$ cat src/rtl/commu_pkg.sv
// frame sender typedefs, register offsets, frame constants and sequencer states

package commu_pkg;

	// bus and datapath widths
	typedef logic [7:0]  byte_t;
	typedef logic [7:0]  apb_addr_t;
	typedef logic [31:0] apb_data_t;
	typedef logic [3:0]  frame_len_t;
	typedef logic [7:0]  seq_t;
	typedef logic [15:0] cnt_sent_t;

	// first byte of every head phase
	localparam byte_t FRAME_SYNC = 8'hA5;

	// largest payload, in bytes
	localparam int MAX_LEN = 8;

	// register map
	localparam apb_addr_t REG_CTRL   = 8'h00;
	localparam apb_addr_t REG_RETRY  = 8'h04;
	localparam apb_addr_t REG_LEN    = 8'h08;
	localparam apb_addr_t REG_PAY0   = 8'h10;
	localparam apb_addr_t REG_PAY1   = 8'h14;
	localparam apb_addr_t REG_STATUS = 8'h18;

	// sequencer states
	typedef enum logic [3:0] {
		IDLE   = 4'h0,
		FIRE_H = 4'h1,
		WAIT_H = 4'h2,
		FIRE_P = 4'h3,
		WAIT_P = 4'h4,
		FIRE_T = 4'h5,
		WAIT_T = 4'h6,
		BUF    = 4'hA,
		BUF2   = 4'hB,
		DONE   = 4'hF
	} main_state_t;

endpackage

$ cat src/rtl/commu_regs.sv
// APB register block with control, retry, length, payload and status registers
`timescale 1ns/100ps

module commu_regs (
	input  logic                                  clk_sys,
	input  logic                                  rst_n,
	input  logic                                  psel,
	input  logic                                  penable,
	input  logic                                  pwrite,
	input  commu_pkg::apb_addr_t                  paddr,
	input  commu_pkg::apb_data_t                  pwdata,
	output commu_pkg::apb_data_t                  prdata,
	output logic                                  pready,
	output logic                                  pslverr,
	input  logic                                  busy,
	input  logic                                  frame_done,
	input  commu_pkg::seq_t                       seq,
	output logic                                  send_pend,
	output commu_pkg::byte_t                      retry_code,
	output commu_pkg::frame_len_t                 len,
	output logic [8*commu_pkg::MAX_LEN-1:0]       payload
);
	import commu_pkg::*;

	apb_data_t pay0;
	apb_data_t pay1;
	cnt_sent_t cnt_sent;
	seq_t      seq_q;
	logic      busy_q;
	logic      access;
	logic      addr_hit;
	logic      wr_en;
	logic      start;
	logic      took_send;
	logic      took_retry;

	// --------------------
	// APB decode
	// --------------------
	assign access = psel & penable;
	assign pready = 1'b1;

	always_comb begin
		case (paddr)
			REG_CTRL, REG_RETRY, REG_LEN, REG_PAY0, REG_PAY1, REG_STATUS: addr_hit = 1'b1;
			default: addr_hit = 1'b0;
		endcase
	end

	// status is read only
	assign pslverr = access & (~addr_hit | (pwrite & (paddr == REG_STATUS)));
	assign wr_en   = access & pwrite & ~pslverr;

	always_comb begin
		case (paddr)
			REG_CTRL:   prdata = apb_data_t'({busy, send_pend});
			REG_RETRY:  prdata = apb_data_t'(retry_code);
			REG_LEN:    prdata = apb_data_t'(len);
			REG_PAY0:   prdata = pay0;
			REG_PAY1:   prdata = pay1;
			REG_STATUS: prdata = apb_data_t'({seq, cnt_sent});
			default:    prdata = '0;
		endcase
	end

	// --------------------
	// request hand-off
	// --------------------
	// first busy cycle; a send path shows up as a fresh sequence number
	assign start      = busy & ~busy_q;
	assign took_send  = start & (seq != seq_q);
	assign took_retry = start & ~took_send & retry_code[0] & retry_code[1];

	always_ff @(posedge clk_sys or negedge rst_n) begin
		if (!rst_n) begin
			busy_q     <= 1'b0;
			seq_q      <= '0;
			send_pend  <= 1'b0;
			retry_code <= '0;
			len        <= '0;
			cnt_sent   <= '0;
		end else begin
			busy_q <= busy;
			seq_q  <= seq;

			// a new write wins over the hand-off clear
			if (wr_en && (paddr == REG_CTRL) && pwdata[0])
				send_pend <= 1'b1;
			else if (took_send)
				send_pend <= 1'b0;

			if (wr_en && (paddr == REG_RETRY))
				retry_code <= pwdata[7:0];
			else if (took_retry)
				retry_code <= '0;

			// clamp to the largest payload
			if (wr_en && (paddr == REG_LEN)) begin
				if (pwdata > apb_data_t'(MAX_LEN))
					len <= frame_len_t'(MAX_LEN);
				else
					len <= pwdata[3:0];
			end

			if (frame_done)
				cnt_sent <= cnt_sent + 1'b1;
		end
	end

	// payload bytes
	always_ff @(posedge clk_sys) begin
		if (wr_en && (paddr == REG_PAY0))
			pay0 <= pwdata;
		if (wr_en && (paddr == REG_PAY1))
			pay1 <= pwdata;
	end

	// byte 0 is the low byte of pay0
	assign payload = {pay1, pay0};

endmodule

$ cat src/rtl/commu_main.sv
// frame sequencer FSM with receive holdoff and guard counter
`timescale 1ns/100ps

module commu_main #(
	parameter int unsigned GUARD_CYCLES = 100
) (
	input  logic             clk_sys,
	input  logic             rst_n,
	input  logic             rx_active,
	input  logic             slot_rdy,
	input  commu_pkg::byte_t cmd_retry,
	input  logic             done_head,
	input  logic             done_push,
	input  logic             done_tail,
	output logic             fire_head,
	output logic             fire_push,
	output logic             fire_tail,
	output logic             seq_adv,
	output logic             frame_done,
	output logic             busy
);
	import commu_pkg::*;

	localparam int unsigned GUARD_W = $clog2(GUARD_CYCLES + 1);

	main_state_t        state;
	main_state_t        state_nxt;
	logic [GUARD_W-1:0] guard_cnt;
	logic               retry_ok;
	logic               guard_end;

	// retry needs both low code bits
	assign retry_ok  = cmd_retry[0] & cmd_retry[1];
	assign guard_end = (guard_cnt == GUARD_W'(GUARD_CYCLES - 1));

	// --------------------
	// state register
	// --------------------
	always_ff @(posedge clk_sys or negedge rst_n) begin
		if (!rst_n)
			state <= IDLE;
		else
			state <= state_nxt;
	end

	always_comb begin
		state_nxt = state;
		case (state)
			IDLE: begin
				// line busy first, then send, then retry
				if (rx_active)
					state_nxt = BUF;
				else if (slot_rdy || retry_ok)
					state_nxt = FIRE_H;
			end
			FIRE_H: state_nxt = WAIT_H;
			WAIT_H: if (done_head) state_nxt = FIRE_P;
			FIRE_P: state_nxt = WAIT_P;
			WAIT_P: if (done_push) state_nxt = FIRE_T;
			FIRE_T: state_nxt = WAIT_T;
			WAIT_T: if (done_tail) state_nxt = DONE;
			BUF:    if (!rx_active) state_nxt = BUF2;
			BUF2:   if (guard_end) state_nxt = IDLE;
			DONE:   state_nxt = IDLE;
			default: state_nxt = IDLE;
		endcase
	end

	// --------------------
	// quiet time after rx
	// --------------------
	always_ff @(posedge clk_sys or negedge rst_n) begin
		if (!rst_n)
			guard_cnt <= '0;
		else if (state == BUF2)
			guard_cnt <= guard_cnt + 1'b1;
		else
			guard_cnt <= '0;
	end

	// phase strobes
	assign fire_head  = (state == FIRE_H);
	assign fire_push  = (state == FIRE_P);
	assign fire_tail  = (state == FIRE_T);
	assign frame_done = (state == DONE);
	assign busy       = (state != IDLE);

	// only a fresh send bumps the sequence number
	assign seq_adv = (state == IDLE) & ~rx_active & slot_rdy;

endmodule

$ cat src/rtl/commu_phase_tx.sv
// phase byte generator with sequence counter and running checksum
`timescale 1ns/100ps

module commu_phase_tx (
	input  logic                            clk_sys,
	input  logic                            rst_n,
	input  logic                            fire_head,
	input  logic                            fire_push,
	input  logic                            fire_tail,
	input  commu_pkg::frame_len_t           len,
	input  logic [8*commu_pkg::MAX_LEN-1:0] payload,
	input  logic                            seq_adv,
	output logic                            done_head,
	output logic                            done_push,
	output logic                            done_tail,
	output commu_pkg::byte_t                tx_data,
	output logic                            tx_valid,
	input  logic                            tx_ready,
	output commu_pkg::seq_t                 seq
);
	import commu_pkg::*;

	typedef enum logic [1:0] {
		PH_IDLE,
		PH_HEAD,
		PH_PUSH,
		PH_TAIL
	} phase_t;

	phase_t     phase;
	frame_len_t idx;
	frame_len_t idx_nxt;
	frame_len_t len_q;
	byte_t      csum;
	logic       xfer;
	logic       last_byte;

	assign xfer    = tx_valid & tx_ready;
	assign idx_nxt = idx + 1'b1;

	always_comb begin
		case (phase)
			PH_HEAD: last_byte = (idx == 4'd2);
			PH_PUSH: last_byte = (idx == len_q - 1'b1);
			PH_TAIL: last_byte = 1'b1;
			default: last_byte = 1'b0;
		endcase
	end

	// --------------------
	// phase control
	// --------------------
	always_ff @(posedge clk_sys or negedge rst_n) begin
		if (!rst_n) begin
			phase     <= PH_IDLE;
			tx_valid  <= 1'b0;
			done_head <= 1'b0;
			done_push <= 1'b0;
			done_tail <= 1'b0;
			seq       <= '0;
		end else begin
			done_head <= 1'b0;
			done_push <= 1'b0;
			done_tail <= 1'b0;

			if (seq_adv)
				seq <= seq + 1'b1;

			if (fire_head) begin
				phase    <= PH_HEAD;
				tx_valid <= 1'b1;
			end else if (fire_push) begin
				// empty payload answers straight away
				if (len_q == '0) begin
					done_push <= 1'b1;
				end else begin
					phase    <= PH_PUSH;
					tx_valid <= 1'b1;
				end
			end else if (fire_tail) begin
				phase    <= PH_TAIL;
				tx_valid <= 1'b1;
			end else if (xfer && last_byte) begin
				phase    <= PH_IDLE;
				tx_valid <= 1'b0;
				done_head <= (phase == PH_HEAD);
				done_push <= (phase == PH_PUSH);
				done_tail <= (phase == PH_TAIL);
			end
		end
	end

	// --------------------
	// byte datapath
	// --------------------
	always_ff @(posedge clk_sys) begin
		if (fire_head) begin
			idx     <= '0;
			len_q   <= len;
			tx_data <= FRAME_SYNC;
			// seq already stepped by now
			csum    <= seq ^ len;
		end else if (fire_push) begin
			idx     <= '0;
			tx_data <= payload[7:0];
		end else if (fire_tail) begin
			tx_data <= csum;
		end else if (xfer && !last_byte) begin
			idx <= idx_nxt;
			if (phase == PH_HEAD)
				tx_data <= (idx == '0) ? seq : len_q;
			else
				tx_data <= payload[8*idx_nxt +: 8];
		end

		// fold in each payload byte as it leaves
		if (xfer && (phase == PH_PUSH))
			csum <= csum ^ tx_data;
	end

endmodule

$ cat src/rtl/commu_top.sv
// frame sender top level with register block, sequencer and phase transmitter
`timescale 1ns/100ps

module commu_top #(
	parameter int unsigned GUARD_CYCLES = 100
) (
	input  logic                 clk_sys,
	input  logic                 rst_n,
	input  logic                 psel,
	input  logic                 penable,
	input  logic                 pwrite,
	input  commu_pkg::apb_addr_t paddr,
	input  commu_pkg::apb_data_t pwdata,
	output commu_pkg::apb_data_t prdata,
	output logic                 pready,
	output logic                 pslverr,
	input  logic                 rx_active,
	output commu_pkg::byte_t     tx_data,
	output logic                 tx_valid,
	input  logic                 tx_ready
);
	import commu_pkg::*;

	// requests and status
	logic                   send_pend;
	byte_t                  retry_code;
	frame_len_t             len;
	logic [8*MAX_LEN-1:0]   payload;
	seq_t                   seq;
	logic                   busy;
	logic                   frame_done;
	logic                   seq_adv;

	// phase handshake
	logic fire_head;
	logic fire_push;
	logic fire_tail;
	logic done_head;
	logic done_push;
	logic done_tail;

	commu_regs u_regs (
		.clk_sys    (clk_sys),
		.rst_n      (rst_n),
		.psel       (psel),
		.penable    (penable),
		.pwrite     (pwrite),
		.paddr      (paddr),
		.pwdata     (pwdata),
		.prdata     (prdata),
		.pready     (pready),
		.pslverr    (pslverr),
		.busy       (busy),
		.frame_done (frame_done),
		.seq        (seq),
		.send_pend  (send_pend),
		.retry_code (retry_code),
		.len        (len),
		.payload    (payload)
	);

	commu_main #(
		.GUARD_CYCLES (GUARD_CYCLES)
	) u_main (
		.clk_sys    (clk_sys),
		.rst_n      (rst_n),
		.rx_active  (rx_active),
		.slot_rdy   (send_pend),
		.cmd_retry  (retry_code),
		.done_head  (done_head),
		.done_push  (done_push),
		.done_tail  (done_tail),
		.fire_head  (fire_head),
		.fire_push  (fire_push),
		.fire_tail  (fire_tail),
		.seq_adv    (seq_adv),
		.frame_done (frame_done),
		.busy       (busy)
	);

	commu_phase_tx u_phase_tx (
		.clk_sys   (clk_sys),
		.rst_n     (rst_n),
		.fire_head (fire_head),
		.fire_push (fire_push),
		.fire_tail (fire_tail),
		.len       (len),
		.payload   (payload),
		.seq_adv   (seq_adv),
		.done_head (done_head),
		.done_push (done_push),
		.done_tail (done_tail),
		.tx_data   (tx_data),
		.tx_valid  (tx_valid),
		.tx_ready  (tx_ready),
		.seq       (seq)
	);

endmodule

$ cat config.mk
export PLATFORM = sky130hd
export DESIGN_NAME = commu_top
export DESIGN_NICKNAME = d
export VERILOG_FILES = /design/src/rtl/commu_pkg.sv /design/src/rtl/commu_regs.sv /design/src/rtl/commu_main.sv /design/src/rtl/commu_phase_tx.sv /design/src/rtl/commu_top.sv
export SDC_FILE = /design/constraint.sdc
export NUM_CORES = 1
export LEC_CHECK = 0
export BUFFER_PORTS_ARGS = -buffer_cell sky130_fd_sc_hd__buf_4
export CAP_MARGIN = 40
export CORE_MARGIN = 10
export CORE_UTILIZATION = 55
export DETAILED_ROUTE_END_ITERATION = 8
export PLACE_DENSITY = 0.76
export SYNTH_ARGS = -nofsm -noshare
export SYNTH_HDL_FRONTEND = slang
export SYNTH_SLANG_ARGS = --single-unit
export TNS_END_PERCENT = 10
$ cat constraint.sdc
create_clock -name clk_sys -period 2.8 [get_ports clk_sys]
set_input_delay 0.14 -clock clk_sys [delete_from_list [all_inputs] [get_ports clk_sys]]
set_output_delay 0.14 -clock clk_sys [all_outputs]
set_load 0.01 [all_outputs]
==> results of run 1 <==
## critical path, cell delays in order (launching register included)
cell and delay [ns]:
sky130_fd_sc_hd__edfxtp_1 0.42, sky130_fd_sc_hd__inv_1 0.11, sky130_fd_sc_hd__ha_1 0.36, sky130_fd_sc_hd__xnor2_1 0.15, sky130_fd_sc_hd__o31ai_1 0.20, sky130_fd_sc_hd__a32oi_1 0.12, sky130_fd_sc_hd__o311a_1 0.55, sky130_fd_sc_hd__nor2b_4 0.34
sky130_fd_sc_hd__mux2i_1 0.23
## through the flow
| stage | util | std cells | cell area [um^2] |
|---|---|---|---|
| floorplan | - | 645 | 7550 |
| finish | 0.700 | 959 | 9340 |
| global route | 0.700 | 959 | 9340 |
| CTS | 0.700 | 959 | 9340 |
| detailed placement | 0.629 | 894 | 8400 |
| global placement | 0.629 | 894 | 8400 |
## layout make-up
cell class / count / area share
clock inverter: 15 / 0.0198
tap: 176 / 0.0236
timing repair buffer: 143 / 0.124
sequential: 151 / 0.439
clock buffer: 17 / 0.0455
multi-input combinational: 421 / 0.334
inverter: 36 / 0.0145
## routing by layer
metal	vias up	routed length (um)	global-route usage
met5	-	0	0
met4	0	854	0.121
met3	56	2090	0.0688
met2	337	10400	0.383
met1	2938	8260	0.285
li1	2687	-	-
## state kept, by name, summed over array words and instances (netlist names)
signal,flops
u_regs.retry_code,8
u_regs.pay0,32
u_phase_tx.done_tail,1
u_phase_tx.csum,8
u_regs.seq_q,8
u_regs.len,4
u_phase_tx.seq,8
u_phase_tx.idx,4
u_regs.cnt_sent,16
u_phase_tx.len_q,4
u_main.state,4
u_regs.busy_q,1
u_regs.pay1,32
u_main.guard_cnt,7
u_phase_tx.done_head,1
u_phase_tx.done_push,1
u_phase_tx.tx_valid,1
u_phase_tx.tx_data,8
u_regs.send_pend,1
u_phase_tx.phase,2
## placed cells by master, fill, tap and decap left out, types with 23 or more instances in the layout
| cell | count |
|---|---|
| sky130_fd_sc_hd__xor2_1 | 23 |
| sky130_fd_sc_hd__xnor2_1 | 26 |
| sky130_fd_sc_hd__o21ai_0 | 25 |
| sky130_fd_sc_hd__nor2_1 | 42 |
| sky130_fd_sc_hd__dlygate4sd3_1 | 33 |
| sky130_fd_sc_hd__nand2_1 | 60 |
| sky130_fd_sc_hd__dfrtp_1 | 63 |
| sky130_fd_sc_hd__buf_4 | 110 |
| sky130_fd_sc_hd__inv_1 | 36 |
| sky130_fd_sc_hd__edfxtp_1 | 76 |
## final timing paths
check / start / end / slack (ns) / cells after the start
max in group asynchronous: rst_n / u_phase_tx.seq[4] / 1.91 / 2
hold reg to reg: u_main.guard_cnt[0] / u_main.guard_cnt[0] / 0.49 / 1
setup reg to reg: u_phase_tx.len_q[0] / u_phase_tx.tx_data[5] / 0.25 / 8
setup / recovery: u_phase_tx.len_q[0] / u_phase_tx.tx_data[5] / 0.25 / 8
min in group asynchronous: rst_n / u_regs.cnt_sent[1] / 0.36 / 2
hold / removal: tx_ready / u_phase_tx.tx_valid / 0.02 / 3
## power by group
part	total (mW)	switching, mW	internal, mW
logic	2.59	1.34	1.25
registers	2.92	0.311	2.61
clock network	2.36	1.00	1.35
total	7.86	2.66	5.21
## what timing repair did
action / 4_1_cts / 5_1_grt
hold endpoints to repair: 137 / 0
hold buffers: 33 / 0
endpoints found under the setup margin: 0 / 0
## logic make-up after synthesis
family,share of synthesized area
other,0.000497
AND/OR/NAND/NOR,0.125
AO/OA/AOI/OAI,0.133
XOR/XNOR,0.0568
buffers and inverters,0.0446
flip-flops,0.543
adder cells (fa/ha/maj),0.0166
multiplexers,0.0808
==> impl_metrics.toml, run 1 <==
[final_layout]
layout-drive-gt1-share = 0.226
areaGrowthSynthToFinish_pct = 23.7
final-seq-area_um2 = 4100
n_antenna_cell = 0
multiInputGateArea_um2 = 3120
filler_cell_count = 950
finalNetCount = 827

[worst_hold_path]
hold_path.class = "primary input to flip-flop"

[sta]
setup_slack_ns = 0.246
final_max_slew_violation_count = 0
worst_clock_skew_ns = 0.00622
worst_slew_margin_rel = 0.448
setup-tns-final_ns = 0
grt_setup_unrepaired = "false"
max_clock_freq_ghz = 0.391
timing.final.hold_violations = 0
setup_viol_count_final = 0
fin_hold_ws_ns = 0.0209
finalCritPeriodShare = 0.912
final.min_clock_period_ns = 2.55
worst_pin_slew_ns = 0.828

[synthesis]
yosysTopAreaCell = "sky130_fd_sc_hd__edfxtp_1"
mappedNetlistNets = 702
yosysUniqueCellTypes = 65
synth_flop_cell = "sky130_fd_sc_hd__edfxtp_1"
yosys-top-cells-count = "sky130_fd_sc_hd__edfxtp_1 (76), sky130_fd_sc_hd__dfrtp_1 (63), sky130_fd_sc_hd__nand2_1 (60), sky130_fd_sc_hd__nor2_1 (44), sky130_fd_sc_hd__inv_1 (36)"
leading_cell_type_by_number_of_instances_after_synthesis = "sky130_fd_sc_hd__edfxtp_1"
ys_seq_elements = 151
synthesis.area_um2 = 7550
synth_largest_type_area_fraction = 0.302
post_synth_inst_count = 645
postSynth.asyncResetShare = 0.417
synth_enable_flop_cells = 76
netlist_top_cells_area = "sky130_fd_sc_hd__edfxtp_1 (30%), sky130_fd_sc_hd__dfrtp_1 (21%), sky130_fd_sc_hd__mux4_2 (4.8%), sky130_fd_sc_hd__dfxtp_1 (3.2%), sky130_fd_sc_hd__xnor2_1 (3.0%)"
post_synthesis_sequential_area_ratio = 0.543
synth.yosys.warnings = 0
syn_avg_cell_area_um2 = 11.7

[clock_tree]
clock-sinks = 151
h-tree-depth = 4
cts-resized-gates = 0
clock_latency_ns = 0.43
cts_inserted_buffers = 17
cts.repair_timing.setup_buffer_count = 0
ctsRootBufferMaster = "sky130_fd_sc_hd__clkbuf_16"
cts_tree = "yes"
maximum_count_of_clock_buffers_along_a_single_path = 2
cts.reportedPaths.clkPinSlew_ns = 0.07

[routing]
antenna_violating_nets_post_route = 0
remaining_drc_errors = 0
routed_via_density = 6.28
detailedRoute.firstPassIterationCount = 8
totalWireLength_um = 21600
wl_per_cell_um = 22.6
drt_iter0_markers = 728
vias = 6018

[floorplan]
floorplan.initialDensity = 0.566
boundaryPins = 90
core_area_um2 = 13300
std_cell_rows = 42
dieHeight_um = 137
dieWidth_um = 137
fp.dieArea_um2 = 18800

[grt]
global_route.overflow_total = 0
antenna_violations_before_repair = 0
grt_pass1_vias = 6242
grt_pass1_wl_um = 34300
overall_fraction_of_global_route_tracks_in_use = 0.238
grt_start_max_net_pins = 64

[status]
outcome = "finished, final reports clean"

[power_and_ir_drop]
total_power_mw = 7.86
ir_drop_uv = 429
power.static_leakage_nw = 4.01
pwr_density_nw_per_um2 = 842

[critical_path]
worst_setup_path_start_kind = "flip-flop"
timing.critical_path.fanout_max = 9
worstSetupEndpointType = "flip-flop"
critPathKind = "flip-flop to flip-flop"
cp_data_arrival_time_ns = 2.92
crit_required_ns = 3.16

[placed_design]
gp_routability_congestion = 0.938
preCtsSetupSlack_ns = 0.312
place.detailed.hpwl_um = 15700
numPortBuffers = 88

[job]
drv_cap = 0
(Power assumes the default switching activity.)
==> run 2, diff against run 1 <==
--- a/config.mk
+++ b/config.mk
@@ -5,11 +5,13 @@
 export SDC_FILE = /design/constraint.sdc
 export NUM_CORES = 1
 export LEC_CHECK = 0
+export ABC_AREA = 1
 export BUFFER_PORTS_ARGS = -buffer_cell sky130_fd_sc_hd__buf_4
 export CAP_MARGIN = 40
 export CORE_MARGIN = 10
 export CORE_UTILIZATION = 55
 export DETAILED_ROUTE_END_ITERATION = 8
+export HOLD_SLACK_MARGIN = 0.08
 export PLACE_DENSITY = 0.76
 export SYNTH_ARGS = -nofsm -noshare
 export SYNTH_HDL_FRONTEND = slang
==> constraint.sdc (replaced) <==
create_clock -name clk_sys -period 3.2 [get_ports clk_sys]
set_input_delay 0.16 -clock clk_sys [delete_from_list [all_inputs] [get_ports clk_sys]]
set_output_delay 0.16 -clock clk_sys [all_outputs]
set_load 0.01 [all_outputs]
==> run 2 against run 1 <==
- first-iteration DRC count is 16% higher
- die area grew 3.9%
- sequential share of layout area down 1.4 points
- utilization is 0.98 points lower
- via count up 14%
- cell count is 26% higher
- critical path type unchanged
- largest cell class unchanged
- highest routed layer unchanged
==> impl_metrics.toml, run 2 <==
[status]
outcome = "finished, final reports clean"

[synthesis]
synthesis.area_um2 = 7900
synth_compound_area_frac = 0.112
yosys-top-cells-count = "sky130_fd_sc_hd__nand2_1 (201), sky130_fd_sc_hd__inv_1 (101), sky130_fd_sc_hd__nor2_1 (81), sky130_fd_sc_hd__edfxtp_1 (76), sky130_fd_sc_hd__nand3_1 (65)"
post_synth_inst_count = 886
yosysTopAreaCell = "sky130_fd_sc_hd__edfxtp_1"
syn_avg_cell_area_um2 = 8.92
netlist_top_cells_area = "sky130_fd_sc_hd__edfxtp_1 (29%), sky130_fd_sc_hd__dfrtp_1 (20%), sky130_fd_sc_hd__nand2_1 (9.6%), sky130_fd_sc_hd__inv_1 (4.8%), sky130_fd_sc_hd__nand3_1 (4.1%)"
ys_seq_elements = 151
leading_cell_type_by_number_of_instances_after_synthesis = "sky130_fd_sc_hd__nand2_1"
post_synthesis_sequential_area_ratio = 0.519
synth_largest_type_area_fraction = 0.289
mappedNetlistNets = 943
synth.yosys.warnings = 0
synth_top_family_by_area = "simple AND/OR/NAND/NOR gates"
synth_adder_area_share = 0.0158
synth_flop_cell = "sky130_fd_sc_hd__edfxtp_1"
synth_simple_gate_area_share = 0.248
postSynth.asyncResetShare = 0.417
yosysUniqueCellTypes = 51
synth_enable_flop_cells = 76
proportion_of_synthesized_area_in_mux_cells = 0
share_of_the_synthesized_netlist_area_taken_by_xor_and_xnor_gates = 0.0353

[final_layout]
most-common-layout-cells = "sky130_fd_sc_hd__nand2_1 (201), sky130_fd_sc_hd__inv_1 (101), sky130_fd_sc_hd__buf_4 (94), sky130_fd_sc_hd__nor2_1 (78), sky130_fd_sc_hd__edfxtp_1 (76)"
design_area_um2 = 9650
multiInputGateArea_um2 = 3260
areaGrowthSynthToFinish_pct = 22.2
final_core_utilization = 0.690
finish.cell_count_without_fillers = 1204
layout_commonest_cell = "sky130_fd_sc_hd__nand2_1"
reg.largest.list = "u_regs.pay0 (32), u_regs.pay1 (32), u_regs.cnt_sent (16)"
final-seq-area_um2 = 4100
finalNetCount = 1067
filler_cell_count = 1101
layout-drive-gt1-share = 0.175

[sta]
final.min_clock_period_ns = 2.46
final_max_slew_violation_count = 0
grt_setup_unrepaired = "false"
worst_clock_skew_ns = 0.00991
setup-tns-final_ns = 0
timing.final.hold_violations = 0
worst_slew_margin_rel = 0.459
setup_viol_count_final = 0
finalCritPeriodShare = 0.767
worst_pin_slew_ns = 0.811
max_clock_freq_ghz = 0.407

[worst_hold_path]
timing.hold.worst_endpoint = "u_phase_tx.seq[0]"
hold_depth = 4
hold_path.class = "primary input to flip-flop"
min_delay_startpoint = "rx_active"

[placed_design]
detailed_place.area_um2 = 8710
numPortBuffers = 88
number_of_cells_in_the_design_after_placement = 1137
place.detailed.hpwl_um = 15400
gp_routability_congestion = 0.936

[grt]
grt_start_max_net_pins = 64
grt_pass1_wl_um = 34500
global_route.overflow_total = 0
antenna_violations_before_repair = 1
grt_pass1_vias = 6615
overall_fraction_of_global_route_tracks_in_use = 0.219

[floorplan]
dieHeight_um = 140
fp.dieArea_um2 = 19600
floorplan.initialDensity = 0.565
core_area_um2 = 14000
boundaryPins = 90
std_cell_rows = 43
dieWidth_um = 140

[critical_path]
cp_data_arrival_time_ns = 2.77
worstSetupEndpointType = "flip-flop"
crit_required_ns = 3.51
crit-reg2reg-capture = "u_phase_tx.tx_data[7]"
worst-r2r-setup-slack_ns = 0.74
regToRegStartpoint = "u_phase_tx.phase[0]"
timing.reg2reg.worst_path_depth = 13
critPathKind = "flip-flop to flip-flop"
worst_setup_path_start_kind = "flip-flop"
timing.critical_path.fanout_max = 13

[clock_tree]
clock-sinks = 151
clock_latency_ns = 0.43
cts_inserted_buffers = 17
cts-resized-gates = 0
h-tree-depth = 4
cts.reportedPaths.clkPinSlew_ns = 0.07
maximum_count_of_clock_buffers_along_a_single_path = 2
cts_tree = "yes"
ctsRootBufferMaster = "sky130_fd_sc_hd__clkbuf_16"

[power_and_ir_drop]
share_of_power_burned_in_combinational_logic = 0.345
ir_drop_uv = 445
p_sw_frac = 0.376
switchingPower_mw = 2.56
power_frac_seq = 0.351
power.clock.fraction = 0.304
power.static_leakage_nw = 4.30
pwr_density_nw_per_um2 = 706
cell_internal_power_mw = 4.25

[job]
drv_cap = 0

[routing]
vias = 6848
totalWireLength_um = 21700
remaining_drc_errors = 0
wl_per_cell_um = 18.1
routed_via_density = 5.69
detailedRoute.firstPassIterationCount = 6
drt_iter0_markers = 842
antenna_violating_nets_post_route = 0
run 2: cell count changes in the layout (fill, tap and decap cells not counted), sizes merged, moves of 18 or more:
cell	previous run	this run
a222oi	19	0
inv	44	120
nand2	60	207
nand3	13	72
nor2	44	91
o211ai	0	19
o21ai	26	59
xnor2	26	8
run 2: routing by layer:
layer  vias up  routed length [um]  track usage
li1       3240                   -            -
met1      3178                8610        0.275
met2       368               10400        0.354
met3        62                2020       0.0504
met4         0                 709       0.0935
met5         -                   0            0
run 2: critical path, stage by stage (launching register included):
cell	delay (ns)
sky130_fd_sc_hd__dfrtp_1	0.42
sky130_fd_sc_hd__inv_1	0.10
sky130_fd_sc_hd__ha_1	0.37
sky130_fd_sc_hd__a21oi_1	0.11
sky130_fd_sc_hd__nor2_1	0.13
sky130_fd_sc_hd__nand2_1	0.06
sky130_fd_sc_hd__nor2_1	0.11
sky130_fd_sc_hd__nand2_1	0.08
sky130_fd_sc_hd__nand2_1	0.10
sky130_fd_sc_hd__nand2_2	0.10
sky130_fd_sc_hd__nand2_1	0.34
sky130_fd_sc_hd__nand2_1	0.20
sky130_fd_sc_hd__nand2_1	0.15
sky130_fd_sc_hd__nand3_1	0.07
run 2: final cells by class:
type                       instances  share of cell area
clock inverter                    15              0.0184
inverter                         111              0.0434
sequential                       151               0.425
timing repair buffer             128               0.108
antenna                            1            0.000259
multi-input combinational        601               0.338
tap                              180              0.0233
clock buffer                      17              0.0441
run 2: cell families (layout without fill, tap and decap cells):
group | count (synthesis) | in the layout
xor gates and xnor gates | 31 | 31
adders and majority gates | 10 | 10
AOI/OAI and AO/OA | 142 | 142
buffers and inverters | 134 | 271
other | 1 | 2
and+or+nand+nor | 417 | 417
DFF | 151 | 151
run 2: how the worst max path moves through the flow:
stage,from,end,slack [ns],depth (start not counted)
final,u_phase_tx.phase[0],u_phase_tx.tx_data[7],0.74,13
after global routing,u_phase_tx.phase[0],u_phase_tx.tx_data[7],0.51,13
after CTS,u_phase_tx.phase[0],u_phase_tx.tx_data[7],0.83,13
after detailed placement,u_phase_tx.phase[0],u_phase_tx.tx_data[7],0.86,13
after global placement,u_phase_tx.phase[0],u_phase_tx.tx_data[5],0.87,13
after floorplan,paddr[1],u_regs.pay0[0],0.43,6
run 2: power by group through the flow:
stage | Combinational (mW) | Sequential (mW) | Clock, mW
floorplan | 1.67 | 2.42 | 0
global placement | 2.23 | 2.42 | 0
detailed placement | 2.25 | 2.43 | 0
CTS | 2.31 | 2.39 | 2.08
global route | 2.64 | 2.42 | 2.18
finish | 2.35 | 2.39 | 2.07
run 2: what timing repair did:
item / 4_1_cts / 5_1_grt
hold buffers: 34 / 0
endpoints found under the hold margin: 140 / 0
setup buffers: 0 / 0
run 2: metrics by stage:
step                      hold WS, ns  worst slack (ns)  power [mW]
final                           0.149             0.745        6.81
after global routing            0.153             0.507        7.24
after CTS                       0.137             0.828        6.78
after detailed placement        0.301             0.856        4.68
after global placement          0.301             0.871        4.65
after floorplan                -0.136             0.433        4.09
